`src/design/mem_cfg_pkg.sv`:
```
package mem_cfg_pkg;

    // Memory geometry
    localparam int ADDR_W    = 10;
    localparam int DATA_W    = 16;
    localparam int COUNT_W   = 16;
    localparam int MAX_ADDR  = 1023;

    // Test loop stride and the last stepped address
    localparam int ADDR_STEP = 2;
    localparam int LAST_ADDR = MAX_ADDR + 1 - ADDR_STEP;

    typedef logic [ADDR_W-1:0]  addr_t;
    typedef logic [DATA_W-1:0]  data_t;

    // Saturates at all ones
    typedef logic [COUNT_W-1:0] count_t;

endpackage

```
`src/design/mem_test_pkg.sv`:
```
package mem_test_pkg;

    import mem_cfg_pkg::*;

    // Test opcode
    typedef enum logic [1:0] {
        PAT_ADDR,
        PAT_INV_ADDR,
        PAT_CHECKER,
        PAT_WALK
    } pattern_e;

    typedef enum logic [2:0] {
        IDLE,
        WRITE,
        READ,
        REPORT_WAIT,
        SUMMARY
    } tester_state_e;

    typedef enum logic {
        REC_ERROR,
        REC_LOOP
    } rec_kind_e;

    // Mask of zero means no fault
    typedef struct packed {
        pattern_e pattern;
        addr_t    inject_addr;
        data_t    inject_mask;
    } test_cmd_t;

    typedef struct packed {
        logic  en;
        addr_t addr;
        data_t data;
    } ram_wr_t;

    typedef struct packed {
        logic  en;
        addr_t addr;
    } ram_rd_t;

    typedef struct packed {
        rec_kind_e kind;
        addr_t     addr;
        data_t     expected;
        data_t     actual;
        count_t    count;
    } report_t;

    // First byte of each record
    localparam logic [7:0] TAG_ERROR = 8'h45;
    localparam logic [7:0] TAG_LOOP  = 8'h4C;

    localparam int ERROR_BYTES = 7;
    localparam int LOOP_BYTES  = 3;

    typedef logic [2:0] byte_idx_t;

endpackage

```
`src/design/pattern_tester.sv`:
```
`timescale 1ns/1ps

module pattern_tester
    import mem_cfg_pkg::*;
    import mem_test_pkg::*;
(
    input  logic      clk,
    input  logic      rst,
    input  test_cmd_t cmd,
    input  logic      start,
    output logic      busy,
    output ram_wr_t   wr,
    output ram_rd_t   rd,
    input  data_t     rd_data,
    output report_t   report,
    output logic      report_valid,
    input  logic      report_ready
);

    tester_state_e state;
    test_cmd_t     cmd_q;
    addr_t         addr;
    logic          issue_done;
    logic          pend;
    addr_t         pend_addr;
    logic          hold_valid;
    addr_t         hold_addr;
    data_t         hold_data;
    count_t        err_count;
    count_t        count_next;

    logic          last_addr;
    logic          cmp_valid;
    addr_t         cmp_addr;
    data_t         cmp_data;
    data_t         cmp_exp;
    logic          mismatch;

    // Shared by the write data and the expected data
    function automatic data_t pattern_word(pattern_e pat, addr_t a);
        case (pat)
            PAT_ADDR:     return data_t'(a);
            PAT_INV_ADDR: return ~data_t'(a);
            PAT_CHECKER:  return a[1] ? 16'h5555 : 16'hAAAA;
            default:      return data_t'(1) << ((a / ADDR_STEP) % DATA_W);
        endcase
    endfunction

    assign busy      = (state != IDLE);
    assign last_addr = (addr == addr_t'(LAST_ADDR));

    // Fault goes into the written word only
    always_comb begin
        wr.en   = (state == WRITE);
        wr.addr = addr;
        wr.data = pattern_word(cmd_q.pattern, addr);
        if (addr == cmd_q.inject_addr) begin
            wr.data = wr.data ^ cmd_q.inject_mask;
        end
    end

    assign rd.en   = (state == READ) && !issue_done;
    assign rd.addr = addr;

    // Held word goes first after a stall
    assign cmp_valid = hold_valid || pend;
    assign cmp_addr  = hold_valid ? hold_addr : pend_addr;
    assign cmp_data  = hold_valid ? hold_data : rd_data;
    assign cmp_exp   = pattern_word(cmd_q.pattern, cmp_addr);
    assign mismatch  = (state == READ) && cmp_valid && (cmp_data != cmp_exp);

    assign count_next = (err_count == '1) ? err_count : err_count + 1'b1;

    always_ff @(posedge clk) begin
        if (rst) begin
            state        <= IDLE;
            addr         <= '0;
            issue_done   <= 1'b0;
            pend         <= 1'b0;
            hold_valid   <= 1'b0;
            err_count    <= '0;
            report_valid <= 1'b0;
        end else begin
            pend <= rd.en;
            case (state)
                IDLE: begin
                    if (start) begin
                        addr       <= '0;
                        issue_done <= 1'b0;
                        hold_valid <= 1'b0;
                        err_count  <= '0;
                        state      <= WRITE;
                    end
                end
                WRITE: begin
                    if (last_addr) begin
                        addr  <= '0;
                        state <= READ;
                    end else begin
                        addr <= addr + addr_t'(ADDR_STEP);
                    end
                end
                READ: begin
                    if (rd.en) begin
                        if (last_addr) begin
                            issue_done <= 1'b1;
                        end else begin
                            addr <= addr + addr_t'(ADDR_STEP);
                        end
                    end
                    hold_valid <= 1'b0;
                    if (mismatch) begin
                        err_count    <= count_next;
                        report_valid <= 1'b1;
                        state        <= REPORT_WAIT;
                    end else if (issue_done) begin
                        state <= SUMMARY;
                    end
                end
                REPORT_WAIT: begin
                    // Word still in flight from the mismatch cycle
                    if (pend) begin
                        hold_valid <= 1'b1;
                    end
                    if (report_ready) begin
                        report_valid <= 1'b0;
                        state        <= READ;
                    end
                end
                SUMMARY: begin
                    if (!report_valid) begin
                        report_valid <= 1'b1;
                    end else if (report_ready) begin
                        report_valid <= 1'b0;
                        state        <= IDLE;
                    end
                end
                default: begin
                    state <= IDLE;
                end
            endcase
        end
    end

    always_ff @(posedge clk) begin
        if (state == IDLE && start) begin
            cmd_q <= cmd;
        end
        if (rd.en) begin
            pend_addr <= addr;
        end
        if (state == REPORT_WAIT && pend) begin
            hold_addr <= pend_addr;
            hold_data <= rd_data;
        end
        if (mismatch) begin
            report <= '{kind: REC_ERROR, addr: cmp_addr, expected: cmp_exp,
                        actual: cmp_data, count: count_next};
        end else if (state == SUMMARY && !report_valid) begin
            report <= '{kind: REC_LOOP, addr: '0, expected: '0,
                        actual: '0, count: err_count};
        end
    end

    a_report_stable: assert property (
        @(posedge clk) disable iff (rst)
        report_valid && !report_ready |=> report_valid && $stable(report)
    );

    // Write pass never overlaps read or report activity
    a_write_pass_alone: assert property (
        @(posedge clk) disable iff (rst)
        wr.en |-> !pend && !hold_valid && !report_valid
    );

endmodule

```
`config.mk`:
```
export PLATFORM = sky130hd
export DESIGN_NAME = pattern_tester
export DESIGN_NICKNAME = d
export VERILOG_FILES = /design/src/design/mem_cfg_pkg.sv /design/src/design/mem_test_pkg.sv /design/src/design/pattern_tester.sv
export SDC_FILE = /design/constraint.sdc
export NUM_CORES = 1
export LEC_CHECK = 0
export ABC_AREA = 1
export BUFFER_PORTS_ARGS = -buffer_cell sky130_fd_sc_hd__buf_2
export CORE_ASPECT_RATIO = 0.75
export CORE_MARGIN = 3
export CORE_UTILIZATION = 30
export CTS_BUF_LIST = sky130_fd_sc_hd__clkbuf_16
export CTS_CLUSTER_DIAMETER = 50
export CTS_CLUSTER_SIZE = 28
export DETAILED_ROUTE_END_ITERATION = 10
export PLACE_DENSITY = 0.49
export SETUP_SLACK_MARGIN = 0.4
export SKIP_CTS_REPAIR_TIMING = 1
export SYNTH_ARGS = -nofsm -noshare
export SYNTH_HDL_FRONTEND = slang
export SYNTH_SLANG_ARGS = --single-unit
```
`constraint.sdc`:
```
create_clock -name clk -period 9 [get_ports clk]
set_clock_uncertainty 0.05 [all_clocks]
set_input_delay 0.45 -clock clk [delete_from_list [all_inputs] [get_ports clk]]
set_output_delay 0.45 -clock clk [all_outputs]
set_load 0.02 [all_outputs]
```
==> results.md <==
- Die Span X: 192 um
- Syn Area/Cell: 8.58 um^2
- Slowest CP cell: buf_4
- Clock latency on the worst-skew pair: 0.44 ns
- Final Hold Viols: 0
- Sw frac: 38.4%
- GR Layer Usage met3: 4.17%
- Met1 usage: 24.9%
- Clock Sink Count: 152
- Ys async rst share: 0%
- Power Internal: 0.00153 W
- Antenna diodes: 0
- Synth Flop Type: edfxtp_1
- H-tree depth: 4
- Post-DP HPWL: 15.7 mm
- P&R area growth vs syn: 19.4%
- CP delay by family, top: simple AND/OR/NAND/NOR gates
- Final hold slack: 0.140 ns
- Relative slew slack: 28.9%
- Final min period: 4.04 ns
- Drt via density: 4.70
- FF-to-FF setup slack: 4.96 ns
- CP Depth: 16
- Sequential power share: 38.6%
- Worst EP arrival: 4.06 ns
- Vias in the first global route: 5841
- FF+latch area: 4230 um^2
- Via count: 6506
- All-layer global routing usage: 15.4%
- Gr ovfl total: 0
- First-pass DRT Iterations: 5
- Die ar.: 28000 um^2
- Die Span Y: 146 um
- RSZ-0062 raised after global routing: no
- Slowest stage delay, CP: 0.55 ns
- Path depth of the worst reg2reg path: 16
- Worst path bufs/invs: 3
- Register area share after synthesis: 54.3%
- Gate power share: 32.5%
- Detailed Route Iter0 Violations: 621
- Final total power: 0.00248 W
- TNS Setup: 0 ns
- Root Buffer Master: clkbuf_16
- NumNets Final: 1089
- FF-to-FF End: report[19]$_SDFFCE_PP0P_
- Multi-input gate area: 2930 um^2
- Clock power frac: 28.9%
- # setup viols final: 0
- Fillers: 2666
- Share of cells above drive strength 1: 19.0%
- Worst Setup SP: hold_valid$_SDFFE_PP0P_
- Min-delay worst type: primary input to register
- Max Slew Vio Count: 0
- Status: completed
- Synth Register Bits: 152
- Port Buffers: 143
- DRC errors left: 0
- Final Cycle Share: 44.9%
- Actual slew at the worst max-slew pin: 1.06 ns
- TritonCTS clock tree: yes
- Worst Setup Start Kind: register
- Crit-path max FO: 53
- # rows: 50
- WL/cell: 15.7 um
- Crit Path Class: register to register
- Synth unique cells: 38
- Peak VDD IR: 139 uV
- Largest net degree at the start of global routing: 54
- Max-Cap Viols: 0
- Gr busiest metal: met1
- Leakage: 3.82 nW
- Final WL: 21.7 mm
- Syn. warnings: 0
- Critical Path Sink Type: register
- CP dominant cell by count: nand2_1
- Sw Pwr: 0.000952 W
- Initial antenna violation count: 0
- Initial Util: 30.9%
- First-pass GRT wire length: 33.7 mm
- Antenna viol nets, final: 0
- Post-synth EDFFs: 119
- M2 GR Usage: 19.8%
- Total core area: 25300 um^2
- CTS clk-pin slew, worst paths: 0.07 ns
- Max Fclk: 0.247 GHz
- Pwr dens: 266 nW/um^2
- Crit path capture: report[19]$_SDFFCE_PP0P_
- CP Data Required Time: 9.01 ns
- Reg2reg start: hold_valid$_SDFFE_PP0P_
- Placer Congestion: 0.876
- CTS buffer count: 17
- Maximum clock insertion buffer count: 2
- Worst-path cell chain: buf_4 -> inv_4 -> nand2_1 -> nand2_1 -> o21ai_0 -> nand3_1 -> nand2_1 -> nand2_1 -> nand2_1 -> nor2_1 -> nand2_1 -> nor2_1 -> nand2_1 -> nand2_4 -> nand2_2 -> buf_4
- IO Count: 147
- Mapped Cells: 909
- Mapped Area: 7800 um^2
[worst min-delay path by stage]
| stage | start | endpoint | slack, ns | cells after the start |
|---|---|---|---|---|
| floorplan | pend_addr[6]$_DFFE_PP_ | hold_addr[6]$_DFFE_PP_ | 0.37 | 0 |
| global placement | report[58]$_SDFFE_PN0P_ | report[58]$_SDFFE_PN0P_ | 0.39 | 2 |
| detailed placement | report[58]$_SDFFE_PN0P_ | report[58]$_SDFFE_PN0P_ | 0.39 | 2 |
| CTS | cmd[4] | cmd_q[4]$_DFFE_PP_ | 0.12 | 1 |
| global route | cmd[10] | cmd_q[10]$_DFFE_PP_ | 0.12 | 1 |
| finish | cmd[15] | cmd_q[15]$_DFFE_PP_ | 0.14 | 1 |
[per-stage QoR]
step                setup slack (ns)  cell area, um^2  instances  utilization, %
floorplan                       5.50             7810        911               -
global placement                4.85             8730       1353            34.6
detailed placement              4.95             8730       1353            34.6
CTS                             4.94             9310       1385            36.8
global route                    4.53             9310       1385            36.8
finish                          4.96             9310       1385            36.8
[state kept, by name, summed over array words and instances, names as in the netlist, 3 cells and up]
signal,count
cmd_q,28
addr,9
state,3
hold_addr,9
hold_data,16
err_count,16
pend_addr,9
report,58
[cells in the final DEF (no fill, tap or decap), types with 3 or more instances in the layout]
master,Yosys,final
nand2_4,3,3
clkbuf_16,0,17
inv_6,0,3
ha_1,7,7
conb_1,1,3
buf_2,14,143
nor2_2,4,6
xnor2_1,3,3
inv_2,5,5
inv_1,96,96
o21ai_0,43,43
nor2_1,108,106
clkinvlp_4,0,6
edfxtp_1,119,119
buf_4,15,6
o21ai_1,5,5
nand4_1,13,13
nor3_1,13,13
nand2_1,233,232
o22ai_1,15,15
a21oi_1,36,36
or2_2,3,3
nand3_1,66,66
xor2_1,21,21
o211ai_1,10,10
dfxtp_1,33,33
clkinv_1,1,3
a32o_1,3,3
a31oi_1,9,9
[synthesized netlist by cell type, types with 4 or more instances]
master / n / share of area [%]
nand2_1: 233 / 11
edfxtp_1: 119 / 46
nor2_1: 108 / 5.2
inv_1: 96 / 4.6
nand3_1: 66 / 4.2
o21ai_0: 43 / 2.8
a21oi_1: 36 / 2.3
dfxtp_1: 33 / 8.5
xor2_1: 21 / 2.4
buf_4: 15 / 1.4
o22ai_1: 15 / 1.2
buf_2: 14 / 0.90
nand4_1: 13 / 1.0
nor3_1: 13 / 0.83
clkbuf_1: 11 / 0.53
o211ai_1: 10 / 0.96
a31oi_1: 9 / 0.72
ha_1: 7 / 1.1
inv_2: 5 / 0.24
o21ai_1: 5 / 0.32
nor2_2: 4 / 0.32
[final cells by class]
cell class,count,share of cell area (%)
inverter,103,4.18
timing repair buffer,149,8.17
clock buffer,17,4.57
sequential,152,45.5
clock inverter,15,1.64
multi-input combinational,611,31.4
tap,338,4.54
[kinds of logic after synthesis]
| family | count (synthesis) | synth area share [%] |
|---|---|---|
| AND/OR/NAND/NOR | 450 | 24.2 |
| flip-flops | 152 | 54.3 |
| buffers and inverters | 148 | 8.39 |
| AO/OA/AOI/OAI | 127 | 9.27 |
| XOR/XNOR | 24 | 2.70 |
| adder cells (fa/ha/maj) | 7 | 1.12 |
| other | 1 | 0.0481 |
[power by group through the flow]
stage	logic (W)	registers (W)	clock network, W
CTS	0.000804	0.000957	0.000737
detailed placement	0.000801	0.000971	0
finish	0.000806	0.000958	0.000716
floorplan	0.000587	0.000964	0
global placement	0.000801	0.000970	0
global route	0.000906	0.000971	0.000768
[metal layers]
metal | up-vias | wire length [um]
met2 | 211 | 8370
met1 | 3007 | 11600
met3 | 15 | 1520
li1 | 3273 | -
met4 | 0 | 190
met5 | - | 0
Note: power is estimated with default switching activity, not from simulation.
