<file path="src/design/mem_cfg_pkg.sv">
package mem_cfg_pkg;

    // Memory geometry
    localparam int ADDR_W    = 10;
    localparam int DATA_W    = 16;
    localparam int COUNT_W   = 16;
    localparam int MAX_ADDR  = 1023;

    // Test loop stride and the last stepped address
    localparam int ADDR_STEP = 2;
    localparam int LAST_ADDR = MAX_ADDR + 1 - ADDR_STEP;

    typedef logic [ADDR_W-1:0]  addr_t;
    typedef logic [DATA_W-1:0]  data_t;

    // Saturates at all ones
    typedef logic [COUNT_W-1:0] count_t;

endpackage

</file>
<file path="src/design/mem_test_pkg.sv">
package mem_test_pkg;

    import mem_cfg_pkg::*;

    // Test opcode
    typedef enum logic [1:0] {
        PAT_ADDR,
        PAT_INV_ADDR,
        PAT_CHECKER,
        PAT_WALK
    } pattern_e;

    typedef enum logic [2:0] {
        IDLE,
        WRITE,
        READ,
        REPORT_WAIT,
        SUMMARY
    } tester_state_e;

    typedef enum logic {
        REC_ERROR,
        REC_LOOP
    } rec_kind_e;

    // Mask of zero means no fault
    typedef struct packed {
        pattern_e pattern;
        addr_t    inject_addr;
        data_t    inject_mask;
    } test_cmd_t;

    typedef struct packed {
        logic  en;
        addr_t addr;
        data_t data;
    } ram_wr_t;

    typedef struct packed {
        logic  en;
        addr_t addr;
    } ram_rd_t;

    typedef struct packed {
        rec_kind_e kind;
        addr_t     addr;
        data_t     expected;
        data_t     actual;
        count_t    count;
    } report_t;

    // First byte of each record
    localparam logic [7:0] TAG_ERROR = 8'h45;
    localparam logic [7:0] TAG_LOOP  = 8'h4C;

    localparam int ERROR_BYTES = 7;
    localparam int LOOP_BYTES  = 3;

    typedef logic [2:0] byte_idx_t;

endpackage

</file>
<file path="src/design/error_reporter.sv">
`timescale 1ns/1ps

module error_reporter
    import mem_cfg_pkg::*;
    import mem_test_pkg::*;
(
    input  logic       clk,
    input  logic       rst,
    input  report_t    report,
    input  logic       report_valid,
    output logic       report_ready,
    output logic [7:0] tx_data,
    output logic       tx_data_ready,
    input  logic       tx_data_accepted
);

    report_t   rec;
    logic      full;
    byte_idx_t idx;
    byte_idx_t last_idx;
    data_t     addr_ext;

    assign report_ready  = !full;
    assign tx_data_ready = full;

    assign last_idx = (rec.kind == REC_ERROR) ? byte_idx_t'(ERROR_BYTES - 1)
                                              : byte_idx_t'(LOOP_BYTES - 1);

    // High byte first
    always_comb begin
        addr_ext = data_t'(rec.addr);
        tx_data  = 8'h00;
        if (rec.kind == REC_ERROR) begin
            case (idx)
                3'd0:    tx_data = TAG_ERROR;
                3'd1:    tx_data = addr_ext[15:8];
                3'd2:    tx_data = addr_ext[7:0];
                3'd3:    tx_data = rec.expected[15:8];
                3'd4:    tx_data = rec.expected[7:0];
                3'd5:    tx_data = rec.actual[15:8];
                default: tx_data = rec.actual[7:0];
            endcase
        end else begin
            case (idx)
                3'd0:    tx_data = TAG_LOOP;
                3'd1:    tx_data = rec.count[15:8];
                default: tx_data = rec.count[7:0];
            endcase
        end
    end

    always_ff @(posedge clk) begin
        if (rst) begin
            full <= 1'b0;
            idx  <= '0;
        end else if (!full) begin
            if (report_valid) begin
                full <= 1'b1;
                idx  <= '0;
            end
        end else if (tx_data_accepted) begin
            if (idx == last_idx) begin
                full <= 1'b0;
                idx  <= '0;
            end else begin
                idx <= idx + 1'b1;
            end
        end
    end

    always_ff @(posedge clk) begin
        if (report_valid && report_ready) begin
            rec <= report;
        end
    end

    a_tx_hold: assert property (
        @(posedge clk) disable iff (rst)
        tx_data_ready && !tx_data_accepted |=> tx_data_ready && $stable(tx_data)
    );

endmodule

</file>
<file path="config.mk">
export PLATFORM = sky130hd
export DESIGN_NAME = error_reporter
export DESIGN_NICKNAME = d
export VERILOG_FILES = /design/src/design/mem_cfg_pkg.sv /design/src/design/mem_test_pkg.sv /design/src/design/error_reporter.sv
export SDC_FILE = /design/constraint.sdc
export NUM_CORES = 1
export LEC_CHECK = 0
export BUFFER_PORTS_ARGS = -buffer_cell sky130_fd_sc_hd__buf_2
export CORE_MARGIN = 1
export CORE_UTILIZATION = 51
export DETAILED_ROUTE_END_ITERATION = 6
export PLACE_DENSITY = 0.86
export RECOVER_POWER = 50
export SLEW_MARGIN = 20
export SYNTH_ARGS = -nofsm -noshare
export SYNTH_HDL_FRONTEND = slang
export SYNTH_SLANG_ARGS = --single-unit
</file>
<file path="constraint.sdc">
create_clock -name clk -period 6 [get_ports clk]
set_input_delay 1.5 -clock clk [delete_from_list [all_inputs] [get_ports clk]]
set_output_delay 1.5 -clock clk [all_outputs]
set_load 0.01 [all_outputs]
</file>
==> results.sh, run 1 <==
export IMPL_status="finished, violations left"
export IMPL_violations="capacitance limit, slew limit"
export IMPL_die_area_um2=5330
export IMPL_numCtsBuffers=9
export IMPL_initial_core_util=0.537
export IMPL_power_total_w=0.000963
export IMPL_skew_ns=0.00506
export IMPL_htree_levels=3
export IMPL_holdPathStages=2
export IMPL_grt_max_degree=32
export IMPL_ios=73
export IMPL_finalMaxSlewViolations=31
export IMPL_synth_edff_count=59
export IMPL_clock_path_buffers=2
export IMPL_seq_area_um2=1850
export IMPL_min_to="tx_data_ready"
export IMPL_cts_resized=0
export IMPL_postCtsSetupBuffers=0
export IMPL_yosys_warnings=0
export IMPL_ys_flop_type="edfxtp_1"
export IMPL_path_class="reg2out"
export IMPL_syn_num_nets=242
export IMPL_cts_root_buffer="clkbuf_8"
export IMPL_cp_end_kind="primary output"
export IMPL_overflow=0
export IMPL_antenna_cells=0
export IMPL_hold_path_class="reg2reg"
export IMPL_grt_pass1_vias=1714
export IMPL_core_um2=4790
export IMPL_netlist_area_um2=2570
export IMPL_nFillCells=343
export IMPL_ant_nets=0
export IMPL_drc=0
export IMPL_worstHoldStart="tx_data_ready"
export IMPL_vias_per_cell=5.45
export IMPL_hold_viol=0
export IMPL_worstReg2RegStart="tx_data_ready"
export IMPL_path_clk_slew_ns=0.06
export IMPL_postSynthAreaPerCell_um2=14.4
export IMPL_place_congestion=0.879
export IMPL_power_density_nw_per_um2=303
export IMPL_multiInputGateArea_um2=651
export IMPL_drive_gt1_frac=0.354
export IMPL_relSlewSlack=-0.609
export IMPL_chipHeight_um=73.0
export IMPL_antenna_found_initial=0
export IMPL_num_rows=25
export IMPL_max_freq_ghz=0.232
export IMPL_crit_path_max_fanout=21
export IMPL_vdd_drop_max_v=0.000185
export IMPL_synth_top_cell_by_area="edfxtp_1"
export IMPL_wl_per_cell_um=15.3
export IMPL_die_x_um=73.0
export IMPL_grt_pass1_wl_mm=7.78
export IMPL_synth_top_area_frac=0.689
export IMPL_required_ns=4.50
export IMPL_drt_iter0_markers=147
export IMPL_rsz0062_at_grt="false"
export IMPL_dr_pass1_iters=5
export IMPL_async_flop_share=0
export IMPL_maxCapViolCount=1
export IMPL_p_leak_nw=1.19
export IMPL_setup_viol=0
export IMPL_clk_latency_ns=0.33
export IMPL_worstMarginPinSlew_ns=2.41
export IMPL_design_area_um2=3180
export IMPL_final_cells=324
export IMPL_dpl_cell_count=308
export IMPL_area_growth_syn_to_layout_pct=23.6
export IMPL_placed_cell_area_um2=2970
export IMPL_cts_tree="done"
export IMPL_r2r_slack_ns=2.77
export IMPL_r2r_cells=5
export IMPL_port_buffers=72
export IMPL_hpwl_mm=3.53
export IMPL_yosys_register_bits=63
export IMPL_grt_total_usage=0.207
export IMPL_synth_cells=178
export IMPL_synth_seq_area_share=0.720
export IMPL_period_share=0.719
export IMPL_tns_ns=0
export IMPL_period_needed_ns=4.31
export IMPL_layout_nets=316
export IMPL_yosys_cell_types_count=44
export IMPL_cp_arrival_ns=2.81
export IMPL_start_kind="flip-flop"
export IMPL_holdBufCountCts=0
export IMPL_r2r_end="idx[1]"
export IMPL_clock_sinks=63
export IMPL_num_vias=1765
export IMPL_totalWireLength_mm=4.97
export IMPL_synthTopCellsByArea="edfxtp_1 69%, dfxtp_1 3.1%, nand2_1 2.3%"
[synthesized netlist by cell type (3+ instances only)]
library cell	instances
a21oi_1	9
o21ai_0	8
nand2_1	16
nor2_1	11
nand3_1	5
edfxtp_1	59
a211oi_1	5
a22oi_1	3
o211a_1	4
o21ai_1	3
dfxtp_1	4
nand4_1	3
buf_2	7
[critical path: stages, from the launching register on]
cell,delay (ns)
dfxtp_1,0.78
inv_1,0.20
ha_1,0.39
and2b_1,0.34
a21oi_1,0.10
and3_1,0.21
a221oi_2,0.28
buf_2,0.17
[cells in the final DEF (no fill, tap or decap), types with 2 or more instances in the layout]
cell,instances
o211ai_1,2
clkbuf_8,9
dfxtp_1,4
o211a_1,4
a22oi_1,3
a21oi_1,9
edfxtp_1,59
or3_1,2
bufinv_16,2
and3b_1,2
o2111ai_1,2
nand3b_1,2
and4_1,2
a311oi_1,2
nor2_1,11
clkbuf_1,2
nand4_1,3
buf_2,71
o21ai_0,8
inv_1,2
nand2b_1,2
mux2_2,2
nand2_1,16
nand3_1,5
o21ai_1,3
a211oi_1,5
clkinv_1,2
[cell families after synthesis]
kind of cell | Yosys count | share of synthesized area
flops | 63 | 0.720
mux | 3 | 0.0131
simple gates | 53 | 0.111
buf+inv | 13 | 0.0268
xor+xnor | 1 | 0.00341
compound gates | 44 | 0.121
fa+ha+maj | 1 | 0.00487
[flip-flops by register name, summed over array words and instances, names as in the netlist]
register,flops
idx,3
addr_ext,10
rec,49
tx_data_ready,1
[worst max path at each step]
stage | start | cells after the start | to | slack (ns)
5_1_grt | idx[2] | 6 | tx_data[4] | 1.50
3_5_place_dp | idx[2] | 6 | tx_data[4] | 2.05
6_report | idx[2] | 7 | tx_data[1] | 1.69
3_3_place_gp | idx[2] | 6 | tx_data[4] | 2.13
2_1_floorplan | report_valid | 4 | idx[1] | 1.21
4_1_cts | idx[2] | 6 | tx_data[4] | 1.68
[layer usage]
| metal | up-vias | wire [um] | global-route usage |
|---|---|---|---|
| met5 | - | 0 | 0 |
| met4 | 0 | 93 | 0.102 |
| met3 | 10 | 312 | 0.0677 |
| met2 | 80 | 2450 | 0.329 |
| met1 | 828 | 2120 | 0.255 |
| li1 | 847 | - | - |
[layout make-up]
class | instances | share of cell area
clock inverter | 6 | 0.0268
timing repair buffer | 73 | 0.115
tap | 67 | 0.0264
inverter | 3 | 0.00354
clock buffer | 10 | 0.0402
multi-input combinational | 102 | 0.205
sequential | 63 | 0.583
[where the power goes]
| part | switching (W) | total (W) | internal, W | leakage, nW |
|---|---|---|---|---|
| Sequential | 0.0000118 | 0.000521 | 0.000510 | 0.595 |
| Clock | 0.000153 | 0.000385 | 0.000232 | 0.104 |
| Combinational | 0.0000293 | 0.0000570 | 0.0000276 | 0.497 |
[through the flow]
stage / util / worst slack, ns / hold slack [ns]
finish: 0.664 / 1.69 / 0.590
global route: 0.664 / 1.50 / 0.629
CTS: 0.666 / 1.68 / 0.620
detailed placement: 0.621 / 2.05 / 0.610
global placement: 0.621 / 2.13 / 0.597
floorplan: - / 1.21 / 0.579
No activity file was read; power rests on OpenSTA's default activity.
==> run 2: changes to the inputs <==
--- a/config.mk
+++ b/config.mk
@@ -5,11 +5,12 @@
 export SDC_FILE = /design/constraint.sdc
 export NUM_CORES = 1
 export LEC_CHECK = 0
+export ABC_AREA = 1
 export BUFFER_PORTS_ARGS = -buffer_cell sky130_fd_sc_hd__buf_2
 export CORE_MARGIN = 1
-export CORE_UTILIZATION = 51
+export CORE_UTILIZATION = 52
 export DETAILED_ROUTE_END_ITERATION = 6
-export PLACE_DENSITY = 0.86
+export PLACE_DENSITY = 0.87
 export RECOVER_POWER = 50
 export SLEW_MARGIN = 20
 export SYNTH_ARGS = -nofsm -noshare
==> constraint.sdc (replaced) <==
create_clock -name clk -period 4.5 [get_ports clk]
set_input_delay 1.125 -clock clk [delete_from_list [all_inputs] [get_ports clk]]
set_output_delay 1.125 -clock clk [all_outputs]
set_load 0.01 [all_outputs]
==> results.sh, run 2 <==
export IMPL_status="finished, violations left"
export IMPL_violations="capacitance limit, slew limit"
export IMPL_initial_core_util=0.552
export IMPL_drive_gt1_frac=0.279
export IMPL_tns_ns=0
export IMPL_dp_slack_ns=1.03
export IMPL_cts_tree="done"
export IMPL_numCtsBuffers=9
export IMPL_cp_arrival_ns=2.76
export IMPL_postCtsSetupBuffers=0
export IMPL_cts_root_buffer="clkbuf_8"
export IMPL_worstReg2RegStart="tx_data_ready"
export IMPL_grt_total_usage=0.226
export IMPL_vdd_drop_max_v=0.000255
export IMPL_grt_max_degree=35
export IMPL_chipHeight_um=73.7
export IMPL_max_freq_ghz=0.257
export IMPL_multiInputGateArea_um2=684
export IMPL_p_leak_nw=1.44
export IMPL_syn_num_nets=313
export IMPL_crit_path_max_fanout=19
export IMPL_period_share=0.864
export IMPL_ys_flop_type="edfxtp_1"
export IMPL_netlist_area_um2=2680
export IMPL_r2r_slack_ns=1.28
export IMPL_final_common_cell="nand2_1"
export IMPL_yosys_register_bits=63
export IMPL_yosys_cell_types_count=23
export IMPL_antenna_cells=0
export IMPL_min_to="tx_data_ready"
export IMPL_totalWireLength_mm=5.36
export IMPL_setup_slack_ns=0.611
export IMPL_worstMarginPinSlew_ns=2.68
export IMPL_drc=0
export IMPL_final_cell_mix="74 x nand2_1, 70 x buf_2, 59 x edfxtp_1"
export IMPL_hold_viol=0
export IMPL_nFillCells=354
export IMPL_num_rows=25
export IMPL_drt_iter0_markers=111
export IMPL_cp_end_kind="primary output"
export IMPL_worstHoldStart="tx_data_ready"
export IMPL_top_register="rec"
export IMPL_r2r_end="addr_ext[6]"
export IMPL_hpwl_mm=3.70
export IMPL_skew_ns=0.00275
export IMPL_power_total_w=0.00123
export IMPL_finalMaxSlewViolations=35
export IMPL_setup_viol=0
export IMPL_r2r_cells=2
export IMPL_grt_pass1_wl_mm=8.47
export IMPL_clock_sinks=63
export IMPL_core_um2=4850
export IMPL_place_congestion=0.863
export IMPL_synthTopCellsByCount="74 x nand2_1, 59 x edfxtp_1, 29 x nand3_1"
export IMPL_cts_resized=0
export IMPL_power_density_nw_per_um2=375
export IMPL_period_needed_ns=3.89
export IMPL_required_ns=3.38
export IMPL_start_kind="flip-flop"
export IMPL_port_buffers=72
export IMPL_maxCapViolCount=1
export IMPL_overflow=0
export IMPL_dr_pass1_iters=5
export IMPL_largest_reg_flops=49
export IMPL_synth_top_cell_by_area="edfxtp_1"
export IMPL_relSlewSlack=-0.795
export IMPL_vias_per_cell=5.01
export IMPL_synth_edff_count=59
export IMPL_clk_latency_ns=0.34
export IMPL_holdBufCountCts=0
export IMPL_clock_path_buffers=2
export IMPL_synth_most_common_cell="nand2_1"
export IMPL_synth_seq_area_share=0.692
export IMPL_ios=73
export IMPL_area_growth_syn_to_layout_pct=22.0
export IMPL_postSynthAreaPerCell_um2=10.7
export IMPL_yosys_warnings=0
export IMPL_path_class="reg2out"
export IMPL_ant_nets=0
export IMPL_rsz0062_at_grt="false"
export IMPL_wl_per_cell_um=13.5
export IMPL_synth_cells=249
export IMPL_path_clk_slew_ns=0.06
export IMPL_die_area_um2=5440
export IMPL_hold_path_class="reg2reg"
export IMPL_async_flop_share=0
export IMPL_antenna_found_initial=0
export IMPL_holdPathStages=2
export IMPL_grt_pass1_vias=1879
export IMPL_htree_levels=3
export IMPL_die_x_um=73.7
export IMPL_synth_top_area_frac=0.662
export IMPL_num_vias=1988
export IMPL_synthTopCellsByArea="edfxtp_1 66%, nand2_1 10%, nand3_1 5.4%"
export IMPL_layout_nets=390
export IMPL_seq_area_um2=1850
run 2: cell count changes after synthesis, sizes merged, moves of 3 or more:
cell / delta
a211oi: -4
a21oi: -6
a22oi: -3
buf: -4
inv: +24
mux2: -3
nand2: +60
nand3: +24
nor2: +15
o211a: -4
run 2: kinds of logic (layout without fill, tap and decap cells):
group | Yosys count | after routing | share of synthesized area
simple gates | 134 | 134 | 0.216
buf+inv | 34 | 115 | 0.0524
fa+ha+maj | 1 | 1 | 0.00467
compound gates | 17 | 17 | 0.0355
flops | 63 | 63 | 0.692
run 2: cell type report:
class,count,area share
multi-input cells,152,0.210
well taps,67,0.0257
clock inverters,5,0.0153
repair buffers,73,0.112
flip-flops and latches,63,0.567
clock buffers,10,0.0391
inverters,27,0.0310
run 2: worst max-delay path by stage:
stage | startpoint | endpoint | slack, ns | cells after the start
finish | idx[2] | tx_data[0] | 0.61 | 9
global route | idx[2] | tx_data[1] | 0.37 | 10
CTS | idx[2] | tx_data[6] | 0.65 | 9
detailed placement | idx[2] | tx_data[0] | 1.03 | 10
global placement | idx[2] | tx_data[4] | 1.17 | 10
floorplan | report_valid | idx[1] | 0.26 | 5
run 2: critical path, cell delays in order (launching register included):
cell and delay, ns:
dfxtp_1 0.71, inv_1 0.42, ha_1 0.46, nor2_4 0.22, nand2_4 0.12, o21bai_1 0.18, inv_1 0.06, nand2_1 0.07
nand2_1 0.05, buf_2 0.13
run 2: power by group:
group          internal, W  leakage, nW  switching, W   total, W
clock             0.000248       0.0872      0.000201   0.000449
combinational    0.0000346        0.762     0.0000501  0.0000847
sequential        0.000680        0.594     0.0000126   0.000692
total             0.000962         1.44      0.000264    0.00123
run 2: layer usage:
layer | routed length, um | part of all wire | global-route usage
met3 | 375 | 0.070 | 0.0562
met2 | 2450 | 0.46 | 0.338
met1 | 2330 | 0.43 | 0.288
met4 | 199 | 0.037 | 0.160
met5 | 0 | 0 | 0
run 2: stage by stage:
step                hold slack, ns  utilization  cells  area [um^2]
floorplan                    0.519            -    249         2680
global placement             0.525        0.639    382         3100
detailed placement           0.539        0.639    382         3100
CTS                          0.546        0.675    397         3270
global route                 0.534        0.673    397         3260
finish                       0.514        0.673    397         3260
==> run 3: changes to the inputs <==
--- a/config.mk
+++ b/config.mk
@@ -10,6 +10,7 @@
 export CORE_MARGIN = 1
 export CORE_UTILIZATION = 52
 export DETAILED_ROUTE_END_ITERATION = 6
+export GPL_TIMING_DRIVEN = 0
 export PLACE_DENSITY = 0.87
 export RECOVER_POWER = 50
 export SLEW_MARGIN = 20
==> constraint.sdc (replaced) <==
create_clock -name clk -period 4.5 [get_ports clk]
set_input_delay 0.45 -clock clk [delete_from_list [all_inputs] [get_ports clk]]
set_output_delay 0.45 -clock clk [all_outputs]
set_load 0.01 [all_outputs]
==> results.sh, run 3 (same netlist as run 2, synthesis figures left out) <==
export IMPL_cts_resized=0
export IMPL_path_class="reg2out"
export IMPL_hold_viol=0
export IMPL_ant_nets=0
export IMPL_finalMaxSlewViolations=32
export IMPL_initial_core_util=0.552
export IMPL_tns_ns=0
export IMPL_p_leak_nw=1.48
export IMPL_cp_end_kind="primary output"
export IMPL_setup_viol=0
export IMPL_start_kind="flip-flop"
export IMPL_grt_pass1_vias=1874
export IMPL_cts_root_buffer="clkbuf_8"
export IMPL_drive_gt1_frac=0.290
export IMPL_vias_per_cell=4.97
export IMPL_die_x_um=73.7
export IMPL_overflow=0
export IMPL_hpwl_mm=3.85
export IMPL_clock_sinks=63
export IMPL_clock_path_buffers=2
export IMPL_period_needed_ns=2.97
export IMPL_r2r_end="idx[2]"
export IMPL_cts_tree="done"
export IMPL_largest_reg_flops=49
export IMPL_cp_arrival_ns=2.52
export IMPL_startpoint="idx[2]"
export IMPL_design_area_um2=3330
export IMPL_holdPathStages=1
export IMPL_port_buffers=72
export IMPL_core_um2=4850
export IMPL_holdBufCountCts=0
export IMPL_r2r_slack_ns=2.22
export IMPL_min_to="rec[47]"
export IMPL_violations="capacitance limit, slew limit"
export IMPL_place_congestion=0.786
export IMPL_maxCapViolCount=1
export IMPL_totalWireLength_mm=5.26
export IMPL_path_clk_slew_ns=0.06
export IMPL_worstReg2RegStart="tx_data_ready"
export IMPL_hold_path_class="in2reg"
export IMPL_r2r_cells=6
export IMPL_rsz0062_at_grt="false"
export IMPL_antenna_found_initial=0
export IMPL_antenna_cells=0
export IMPL_p_int_w=0.000965
export IMPL_power_density_nw_per_um2=369
export IMPL_worstHoldStart="report[47]"
export IMPL_layout_nets=398
export IMPL_grt_total_usage=0.224
export IMPL_final_cell_mix="74 x buf_2, 74 x nand2_1, 59 x edfxtp_1"
export IMPL_dp_slack_ns=1.92
export IMPL_ios=73
export IMPL_top_register="rec"
export IMPL_numCtsBuffers=9
export IMPL_drc=0
export IMPL_num_vias=2011
export IMPL_htree_levels=3
export IMPL_period_share=0.660
export IMPL_drt_iter0_markers=128
export IMPL_clk_latency_ns=0.34
export IMPL_grt_max_degree=33
export IMPL_vdd_drop_max_v=0.000315
export IMPL_crit_path_max_fanout=10
export IMPL_skew_ns=0.00579
export IMPL_grt_pass1_wl_mm=8.36
export IMPL_p_switching_w=0.000263
export IMPL_chipHeight_um=73.7
export IMPL_p_comb_frac=0.075
export IMPL_swShare=0.214
export IMPL_status="finished, violations left"
export IMPL_setup_slack_ns=1.53
export IMPL_seq_power_share=0.560
export IMPL_dr_pass1_iters=4
export IMPL_max_freq_ghz=0.337
export IMPL_die_area_um2=5440
export IMPL_wl_per_cell_um=13.0
export IMPL_placed_cell_area_um2=3170
export IMPL_relSlewSlack=-0.0893
export IMPL_power_frac_clock=0.366
export IMPL_worstMarginPinSlew_ns=1.63
export IMPL_required_ns=4.05
export IMPL_postCtsSetupBuffers=0
export IMPL_num_rows=25
export IMPL_area_growth_syn_to_layout_pct=24.3
## run 3: worst max-delay path by stage
| stage | to | slack (ns) | depth (start not counted) |
|---|---|---|---|
| 3_5_place_dp | tx_data[4] | 1.92 | 13 |
| 2_1_floorplan | idx[1] | 0.93 | 5 |
| 3_3_place_gp | idx[2] | 0.04 | 6 |
| 4_1_cts | tx_data[4] | 1.51 | 13 |
| 6_report | tx_data[4] | 1.53 | 13 |
| 5_1_grt | tx_data[4] | 1.25 | 13 |
## run 3: layout make-up
type	instances	area, um^2
well taps	67	83.8
repair buffers	74	382
clock buffers	10	128
multi-input cells	152	692
flip-flops and latches	63	1850
plain buffers	7	38.8
clock inverters	5	50.0
inverters	27	101
fillers	353	1520
## run 3: power by group through the flow
stage / Sequential, W / Clock [W] / Combinational [W]
after floorplan: 0.000700 / 0 / 0.0000440
after global placement: 0.000701 / 0 / 0.0000867
after detailed placement: 0.000699 / 0 / 0.0000954
after CTS: 0.000687 / 0.000457 / 0.0000957
after global routing: 0.000689 / 0.000480 / 0.000105
final: 0.000687 / 0.000449 / 0.0000919
## run 3: through the flow
stage	util	hold slack, ns	cells	power [W]
finish	0.686	0.279	405	0.00123
global route	0.686	0.264	405	0.00127
CTS	0.690	0.266	405	0.00124
detailed placement	0.653	0.543	390	0.000795
global placement	0.644	0.486	388	0.000788
floorplan	-	0.519	249	0.000744
## run 3: critical path, cell delays in order (launching register included)
cell and delay [ns]:
dfxtp_1 0.30, buf_2 0.20, inv_1 0.13, buf_2 0.22, ha_1 0.22, clkbuf_1 0.25, nor2_4 0.25, inv_1 0.06
nor2_1 0.18, nor2_1 0.06, nand2_1 0.07, nand2_1 0.05, nand2_1 0.05, buf_2 0.12
## run 3: metal layers
| metal | GRT usage | vias to the layer above | part of all wire |
|---|---|---|---|
| met1 | 0.284 | 911 | 0.41 |
| li1 | - | 1008 | - |
| met4 | 0.122 | 0 | 0.023 |
| met5 | 0 | - | 0 |
| met2 | 0.351 | 80 | 0.49 |
| met3 | 0.0617 | 12 | 0.078 |
